## src/core_defs.svh

```systemverilog
`ifndef CORE_DEFS_SVH
`define CORE_DEFS_SVH

// data path and register naming widths.
`define XLEN 32
`define TAG_WIDTH 6
`define NUM_PREGS 64
`define IMM_WIDTH 32

// one quotient bit per iteration.
`define DIV_STEPS `XLEN

`endif

```

## src/CorePkg.sv

```systemverilog
`default_nettype none

`include "core_defs.svh"

package CorePkg;

typedef logic [`XLEN-1:0] Word;
typedef logic [`TAG_WIDTH-1:0] Tag;
typedef logic [`IMM_WIDTH-1:0] Imm;

typedef enum logic [0:0] {
    FU_INT,
    FU_DIV
} FuType;

typedef enum logic [3:0] {
    OP_ADD,
    OP_SUB,
    OP_AND,
    OP_OR,
    OP_XOR,
    OP_SLTU,
    OP_LI, // result is the immediate.
    OP_DIVU,
    OP_REMU
} OpCode;

typedef enum logic [1:0] {DIV_IDLE, DIV_RUN, DIV_DONE} DivState;

endpackage

`default_nettype wire

```

## src/RegFile.sv

```systemverilog
`timescale 1ns/1ps
`default_nettype none

`include "core_defs.svh"

module RegFile
(
    input wire clk,

    input logic wen,
    input CorePkg::Tag waddr,
    input CorePkg::Word wdata,

    input CorePkg::Tag raddrA,
    input CorePkg::Tag raddrB,
    output CorePkg::Word rdataA,
    output CorePkg::Word rdataB
);

    import CorePkg::*;

    Word regs [`NUM_PREGS];

    always_ff @(posedge clk) begin
        if (wen) regs[waddr] <= wdata;
    end

    // same-cycle writes are covered by the bypass in the read stage.
    assign rdataA = regs[raddrA];
    assign rdataB = regs[raddrB];

endmodule

`default_nettype wire

```

## src/OperandRead.sv

```systemverilog
`timescale 1ns/1ps
`default_nettype none

`include "core_defs.svh"

module OperandRead
(
    input wire clk,
    input wire rst,

    input logic issueValid,
    input CorePkg::FuType issueFu,
    input CorePkg::OpCode issueOp,
    input CorePkg::Tag issueSrcA,
    input CorePkg::Tag issueSrcB,
    input CorePkg::Tag issueDst,
    input CorePkg::Imm issueImm,

    output CorePkg::Tag rfAddrA,
    output CorePkg::Tag rfAddrB,
    input CorePkg::Word rfDataA,
    input CorePkg::Word rfDataB,

    input logic wbValid,
    input CorePkg::Tag wbDst,
    input CorePkg::Word wbResult,

    output logic rdValid,
    output CorePkg::FuType rdFu,
    output CorePkg::OpCode rdOp,
    output CorePkg::Tag rdDst,
    output CorePkg::Imm rdImm,
    output CorePkg::Word rdA,
    output CorePkg::Word rdB
);

    import CorePkg::*;

    Tag srcA;
    Tag srcB;

    always_ff @(posedge clk) begin
        if (rst) rdValid <= 1'b0;
        else rdValid <= issueValid;
    end

    always_ff @(posedge clk) begin
        if (issueValid) begin
            rdFu <= issueFu;
            rdOp <= issueOp;
            srcA <= issueSrcA;
            srcB <= issueSrcB;
            rdDst <= issueDst;
            rdImm <= issueImm;
        end
    end

    assign rfAddrA = srcA;
    assign rfAddrB = srcB;

    // result being written this cycle is not yet in the register file.
    assign rdA = (wbValid && wbDst == srcA) ? wbResult : rfDataA;
    assign rdB = (wbValid && wbDst == srcB) ? wbResult : rfDataB;

endmodule

`default_nettype wire

```

## src/IntAlu.sv

```systemverilog
`timescale 1ns/1ps
`default_nettype none

`include "core_defs.svh"

module IntAlu
(
    input wire clk,
    input wire rst,

    input logic rdValid,
    input CorePkg::FuType rdFu,
    input CorePkg::OpCode rdOp,
    input CorePkg::Tag rdDst,
    input CorePkg::Imm rdImm,
    input CorePkg::Word rdA,
    input CorePkg::Word rdB,

    output logic aluValid,
    output CorePkg::Tag aluDst,
    output CorePkg::Word aluResult
);

    import CorePkg::*;

    Word result;
    logic take;

    assign take = rdValid && rdFu == FU_INT;

    always_comb begin
        case (rdOp)
            OP_ADD: result = rdA + rdB;
            OP_SUB: result = rdA - rdB;
            OP_AND: result = rdA & rdB;
            OP_OR: result = rdA | rdB;
            OP_XOR: result = rdA ^ rdB;
            OP_SLTU: result = Word'(rdA < rdB);
            OP_LI: result = Word'(rdImm);
            default: result = '0; // divider ops never reach here.
        endcase
    end

    always_ff @(posedge clk) begin
        if (rst) aluValid <= 1'b0;
        else aluValid <= take;
    end

    always_ff @(posedge clk) begin
        if (take) begin
            aluDst <= rdDst;
            aluResult <= result;
        end
    end

endmodule

`default_nettype wire

```

## src/Divide.sv

```systemverilog
`timescale 1ns/1ps
`default_nettype none

`include "core_defs.svh"

module Divide
(
    input wire clk,
    input wire rst,

    input logic rdValid,
    input CorePkg::FuType rdFu,
    input CorePkg::OpCode rdOp,
    input CorePkg::Tag rdDst,
    input CorePkg::Word rdA,
    input CorePkg::Word rdB,

    input logic divGrant,

    output logic divBusy,
    output logic divReady,
    output CorePkg::Tag divDst,
    output CorePkg::Word divResult
);

    import CorePkg::*;

    DivState state;
    Word divisor;
    Word rem;
    Word quot; // holds the dividend bits not yet shifted out.
    logic isRem;
    logic [$clog2(`DIV_STEPS)-1:0] stepCnt;

    logic start;
    logic lastStep;
    logic fits;
    logic [`XLEN:0] remShift;
    logic [`XLEN:0] diff;

    assign start = state == DIV_IDLE && rdValid && rdFu == FU_DIV;
    assign lastStep = stepCnt == ($clog2(`DIV_STEPS))'(`DIV_STEPS - 1);

    assign remShift = {rem, quot[`XLEN-1]};
    assign diff = remShift - {1'b0, divisor};
    assign fits = remShift >= {1'b0, divisor}; // always true for a zero divisor.

    always_ff @(posedge clk) begin
        if (rst) begin
            state <= DIV_IDLE;
        end else begin
            case (state)
                DIV_IDLE: if (start) state <= DIV_RUN;
                DIV_RUN: if (lastStep) state <= DIV_DONE;
                DIV_DONE: if (divGrant) state <= DIV_IDLE;
                default: state <= DIV_IDLE;
            endcase
        end
    end

    always_ff @(posedge clk) begin
        if (start) begin
            rem <= '0;
            quot <= rdA;
            divisor <= rdB;
            isRem <= rdOp == OP_REMU;
            divDst <= rdDst;
            stepCnt <= '0;
        end else if (state == DIV_RUN) begin
            rem <= fits ? diff[`XLEN-1:0] : remShift[`XLEN-1:0];
            quot <= {quot[`XLEN-2:0], fits};
            stepCnt <= stepCnt + 1'b1;
        end
    end

    // divide by zero leaves all ones in quot and the dividend in rem.
    assign divResult = isRem ? rem : quot;
    assign divReady = state == DIV_DONE;
    assign divBusy = state != DIV_IDLE;

endmodule

`default_nettype wire

```

## src/ExecPort.sv

```systemverilog
`timescale 1ns/1ps
`default_nettype none

`include "core_defs.svh"

module ExecPort
(
    input wire clk,
    input wire rst,

    input logic issueValid,
    input CorePkg::FuType issueFu,
    input CorePkg::OpCode issueOp,
    input CorePkg::Tag issueSrcA,
    input CorePkg::Tag issueSrcB,
    input CorePkg::Tag issueDst,
    input CorePkg::Imm issueImm,

    output logic divNoIssue,

    output logic wbValid,
    output CorePkg::Tag wbDst,
    output CorePkg::Word wbResult
);

    import CorePkg::*;

    Tag rfAddrA;
    Tag rfAddrB;
    Word rfDataA;
    Word rfDataB;

    logic rdValid;
    FuType rdFu;
    OpCode rdOp;
    Tag rdDst;
    Imm rdImm;
    Word rdA;
    Word rdB;

    logic aluValid;
    Tag aluDst;
    Word aluResult;

    logic divBusy;
    logic divReady;
    logic divGrant;
    Tag divDst;
    Word divResult;

    RegFile rf
    (
        .clk(clk),
        .wen(wbValid), .waddr(wbDst), .wdata(wbResult),
        .raddrA(rfAddrA), .rdataA(rfDataA),
        .raddrB(rfAddrB), .rdataB(rfDataB)
    );

    OperandRead opRead
    (
        .clk(clk), .rst(rst),
        .issueValid(issueValid), .issueFu(issueFu), .issueOp(issueOp),
        .issueSrcA(issueSrcA), .issueSrcB(issueSrcB),
        .issueDst(issueDst), .issueImm(issueImm),
        .rfAddrA(rfAddrA), .rfAddrB(rfAddrB), .rfDataA(rfDataA), .rfDataB(rfDataB),
        .wbValid(wbValid), .wbDst(wbDst), .wbResult(wbResult),
        .rdValid(rdValid), .rdFu(rdFu), .rdOp(rdOp), .rdDst(rdDst),
        .rdImm(rdImm), .rdA(rdA), .rdB(rdB)
    );

    IntAlu ialu
    (
        .clk(clk), .rst(rst),
        .rdValid(rdValid), .rdFu(rdFu), .rdOp(rdOp), .rdDst(rdDst),
        .rdImm(rdImm), .rdA(rdA), .rdB(rdB),
        .aluValid(aluValid), .aluDst(aluDst), .aluResult(aluResult)
    );

    Divide div
    (
        .clk(clk), .rst(rst),
        .rdValid(rdValid), .rdFu(rdFu), .rdOp(rdOp), .rdDst(rdDst),
        .rdA(rdA), .rdB(rdB),
        .divGrant(divGrant),
        .divBusy(divBusy), .divReady(divReady), .divDst(divDst), .divResult(divResult)
    );

    // alu has fixed priority, divider waits for a free slot.
    assign divGrant = divReady && !aluValid;
    assign wbValid = aluValid || divReady;
    assign wbDst = aluValid ? aluDst : divDst;
    assign wbResult = aluValid ? aluResult : divResult;

    assign divNoIssue = divBusy || (rdValid && rdFu == FU_DIV) ||
        (issueValid && issueFu == FU_DIV);

endmodule

`default_nettype wire

```

## config.mk

```make
export PLATFORM = sky130hd
export DESIGN_NAME = ExecPort
export DESIGN_NICKNAME = d
export VERILOG_FILES = /design/src/CorePkg.sv /design/src/RegFile.sv /design/src/OperandRead.sv /design/src/IntAlu.sv /design/src/Divide.sv /design/src/ExecPort.sv
export VERILOG_INCLUDE_DIRS = /design/src
export SDC_FILE = /design/constraint.sdc
export NUM_CORES = 2
export LEC_CHECK = 0
export BUFFER_PORTS_ARGS = -buffer_cell sky130_fd_sc_hd__clkbuf_2
export CAP_MARGIN = 20
export CORE_UTILIZATION = 61
export DETAILED_ROUTE_END_ITERATION = 16
export PLACE_DENSITY_LB_ADDON = 0.08
export SLEW_MARGIN = 5
export SYNTH_ARGS = -nofsm -noshare
export SYNTH_HDL_FRONTEND = slang
export SYNTH_SLANG_ARGS = --single-unit
```

## constraint.sdc

```tcl
create_clock -name clk -period 7.9 [get_ports clk]
set_input_delay 1.185 -clock clk [delete_from_list [all_inputs] [get_ports clk]]
set_output_delay 1.185 -clock clk [all_outputs]
set_load 0.01 [all_outputs]
```

==> impl_metrics.env <==
export IMPL_setup_ws_ps=904
export IMPL_yosysMostFrequentCell="edfxtp_1"
export IMPL_synth_commonest_cells="edfxtp_1, mux4_2, clkbuf_1"
export IMPL_row_count=154
export IMPL_grt_use_total_pct=38.9
export IMPL_cts_resized_gates=0
export IMPL_syn_num_nets=5681
export IMPL_design_portCount=98
export IMPL_wire_per_inst_microns=42.4
export IMPL_crit_path_end_kind="register"
export IMPL_drc=0
export IMPL_hold_class="input pin to register"
export IMPL_slowest_stage="mux2i_1"
export IMPL_ys_types=79
export IMPL_gp_congestion=0.965
export IMPL_num_nets_final=5846
export IMPL_place_ws_ps=1130
export IMPL_syn_to_final_growth_pct=11.0
export IMPL_r2r_end="ialu.aluResult[26]$_DFFE_PP_"
export IMPL_drtIter0Drc=10300
export IMPL_clkLatencyLatePin_ps=890
export IMPL_yosysWarnings=0
export IMPL_detail_route_antenna_nets=0
export IMPL_hold_buffers=0
export IMPL_whs_path_depth=1
export IMPL_avgSynthCellArea_sq_um=19.9
export IMPL_die_area_sq_mm=0.181
export IMPL_cellLeakagePower_nw=39.0
export IMPL_cpPeakStageDelay_ps=820
export IMPL_cts_buffer_depth=3
export IMPL_hold_viol_final=0
export IMPL_rsz0062_at_grt="false"
export IMPL_clkTransAtPathRegs_ps=70
export IMPL_r2r_setup_slack_ps=900
export IMPL_synth_area_sq_mm=0.109
export IMPL_firstDrtPassIters=6
export IMPL_grt_pass1_wl_mm=481
export IMPL_path_cells="mux2i_1 -> inv_1 -> xnor2_1 -> nand4_1 -> mux2i_1 -> inv_1 -> ha_1 -> inv_1 -> fa_1 -> nor2b_1 -> o21ai_0 -> a21oi_1 -> a221oi_2 -> o41ai_1 -> a41oi_1 -> o221ai_1 -> or3_1 -> o211ai_1"
export IMPL_drive_above_1_share_pct=37.1
export IMPL_post_cts_setup_buffers=0
export IMPL_hold_path_end="opRead.rfAddrB[4]$_DFFE_PP_"
export IMPL_grt_overflow_total=0
export IMPL_clkSinkCount=2265
export IMPL_antenna_found_initial=15
export IMPL_cp_required_ps=8510
export IMPL_max_freq_mhz=143
export IMPL_synth_async_reset_ratio_pct=0
export IMPL_critPathMaxFanout=22
export IMPL_worstSetupPathType="register to register"
export IMPL_routed_wl_mm=346
export IMPL_period_needed_ps=7000
export IMPL_synth_largest_area_cell="edfxtp_1"
export IMPL_rr_startpoint="ialu.aluValid$_SDFF_PP0_"
export IMPL_synth_main_ff_cell="edfxtp_1"
export IMPL_numCtsBuffers=227
export IMPL_start_util_pct=61.7
export IMPL_cts_tree="built"
export IMPL_viasPerCell=7.78
export IMPL_slew_headroom_pct=26.4
export IMPL_fp_dieH_microns=425
export IMPL_tightest_slew_ps=1070
export IMPL_vias=63600
export IMPL_cts_root_buf="clkbuf_16"
export IMPL_grt_max_degree=110
export IMPL_fin_tns_setup_ps=0
export IMPL_h_tree_depth=4
export IMPL_yosys_top_cells_area="edfxtp_1, mux4_2, ha_1"
export IMPL_vdd_drop_max_mv=0.214
export IMPL_synth_cells=5484
export IMPL_synth_edff_count=2212
export IMPL_power_density_mw_per_mm2=252
export IMPL_num_fill_cells=11000
export IMPL_die_w_microns=425
export IMPL_synth_seq_cells=2265
export IMPL_min_delay_start="issueSrcB[4]"
export IMPL_setup_viol=0
export IMPL_fin_skew_ps=71.9
export IMPL_place_hpwl_mm=212
export IMPL_fp_coreArea_sq_mm=0.177
export IMPL_synth_top_area_share_pct=60.8
export IMPL_critPathTopFamily="compound AO/OA/AOI/OAI gates"
export IMPL_synth_seq_area_share_pct=61.8
export IMPL_cap_violations=0
export IMPL_rr_worst_depth=18
export IMPL_outcome="completed"
export IMPL_crit_arrival_ps=7610
export IMPL_finalMaxSlewViolations=0
export IMPL_port_buffers=97
export IMPL_crit_top_cell="inv_1"
export IMPL_fin_crit_sh_pct=88.6
export IMPL_start_kind="register"
export IMPL_grt_pass1_vias=62200
export IMPL_crit_buf_inv=3
-- cells by family after synthesis --
logic type                 share of synthesized area (%)
AOI/OAI and AO/OA                                   3.01
xor gates and xnor gates                           0.321
adders and majority gates                           1.61
buffers and inverters                               2.04
DFF                                                 61.8
muxes                                               29.1
and+or+nand+nor                                     2.14
-- worst max-delay path by stage --
stage / startpoint / endpoint / slack, ps / cells past startpoint
floorplan: div.isRem$_DFFE_PP_ / ialu.aluResult[29]$_DFFE_PP_ / 440 / 15
global placement: ialu.aluValid$_SDFF_PP0_ / ialu.aluResult[29]$_DFFE_PP_ / 1220 / 16
detailed placement: ialu.aluValid$_SDFF_PP0_ / ialu.aluResult[26]$_DFFE_PP_ / 1130 / 18
CTS: ialu.aluValid$_SDFF_PP0_ / ialu.aluResult[26]$_DFFE_PP_ / 1080 / 18
global route: ialu.aluValid$_SDFF_PP0_ / ialu.aluResult[26]$_DFFE_PP_ / 900 / 18
finish: ialu.aluValid$_SDFF_PP0_ / ialu.aluResult[26]$_DFFE_PP_ / 900 / 18
-- registers in the layout, summed over array words and instances (netlist names), 6 cells and up, named ones only --
signal / cells
ialu.aluDst: 6
opRead.rdImm: 32
rf.regs: 2048
opRead.rfAddrB: 6
ialu.aluResult: 32
div.divisor: 32
div.rem: 32
div.quot: 32
opRead.rdDst: 6
div.divDst: 6
opRead.rfAddrA: 6
-- layout make-up --
cell class / instances / area [sq um] / share of cell area (%)
Clock buffer: 270 / 5930 / 4.89
Timing Repair Buffer: 323 / 2750 / 2.27
Tap cell: 2340 / 2930 / 2.42
Multi-Input combinational cell: 2685 / 40400 / 33.3
Sequential cell: 2265 / 67500 / 55.7
Inverter: 147 / 552 / 0.455
Antenna cell: 4 / 10.0 / 0.00826
Clock inverter: 141 / 1120 / 0.927
-- where the power goes --
| group | total [mW] | internal [mW] | leakage [nW] | switching (mW) |
|---|---|---|---|---|
| registers | 14.0 | 13.8 | 20.5 | 0.271 |
| clock network | 10.3 | 5.70 | 3.43 | 4.65 |
| logic | 6.15 | 2.42 | 15.0 | 3.73 |
-- metal layers --
metal / wire (microns) / global-route usage (%) / vias to the layer above
met5: 123 / 0 / -
met2: 157000 / 57.4 / 5152
met4: 18000 / 17.2 / 18
met1: 123000 / 55.0 / 33500
li1: - / - / 24000
met3: 48000 / 10.8 / 870
-- stage by stage --
step / util, % / total power, mW / instance area, sq um / hold WS (ps) / instances
after floorplan: - / 18.3 / 109000 / 421 / 5484
after global placement: 64.5 / 20.2 / 114000 / 448 / 7753
after detailed placement: 64.5 / 20.3 / 114000 / 438 / 7759
after CTS: 68.5 / 30.5 / 121000 / 448 / 8170
after global routing: 68.5 / 31.3 / 121000 / 465 / 8171
final: 68.5 / 30.5 / 121000 / 477 / 8175
-- placed cells by master, fill, tap and decap left out, types with 30 or more instances in the layout --
cell type  count
o21ai_1       32
nand3_1       43
a221oi_1      37
a21oi_1       95
o21ai_4       32
o21ai_0       95
clkbuf_16    231
nor2_1       121
o211ai_1      30
nand2_1      175
mux4_2      1344
nor2_4        64
edfxtp_1    2212
buf_12        45
inv_1        141
buf_4        182
ha_1         136
clkbuf_1      39
clkinv_1      58
clkinv_2      44
dfxtp_1       40
mux2i_1       98
clkbuf_2      96
No activity file was read; power rests on OpenSTA's default activity.
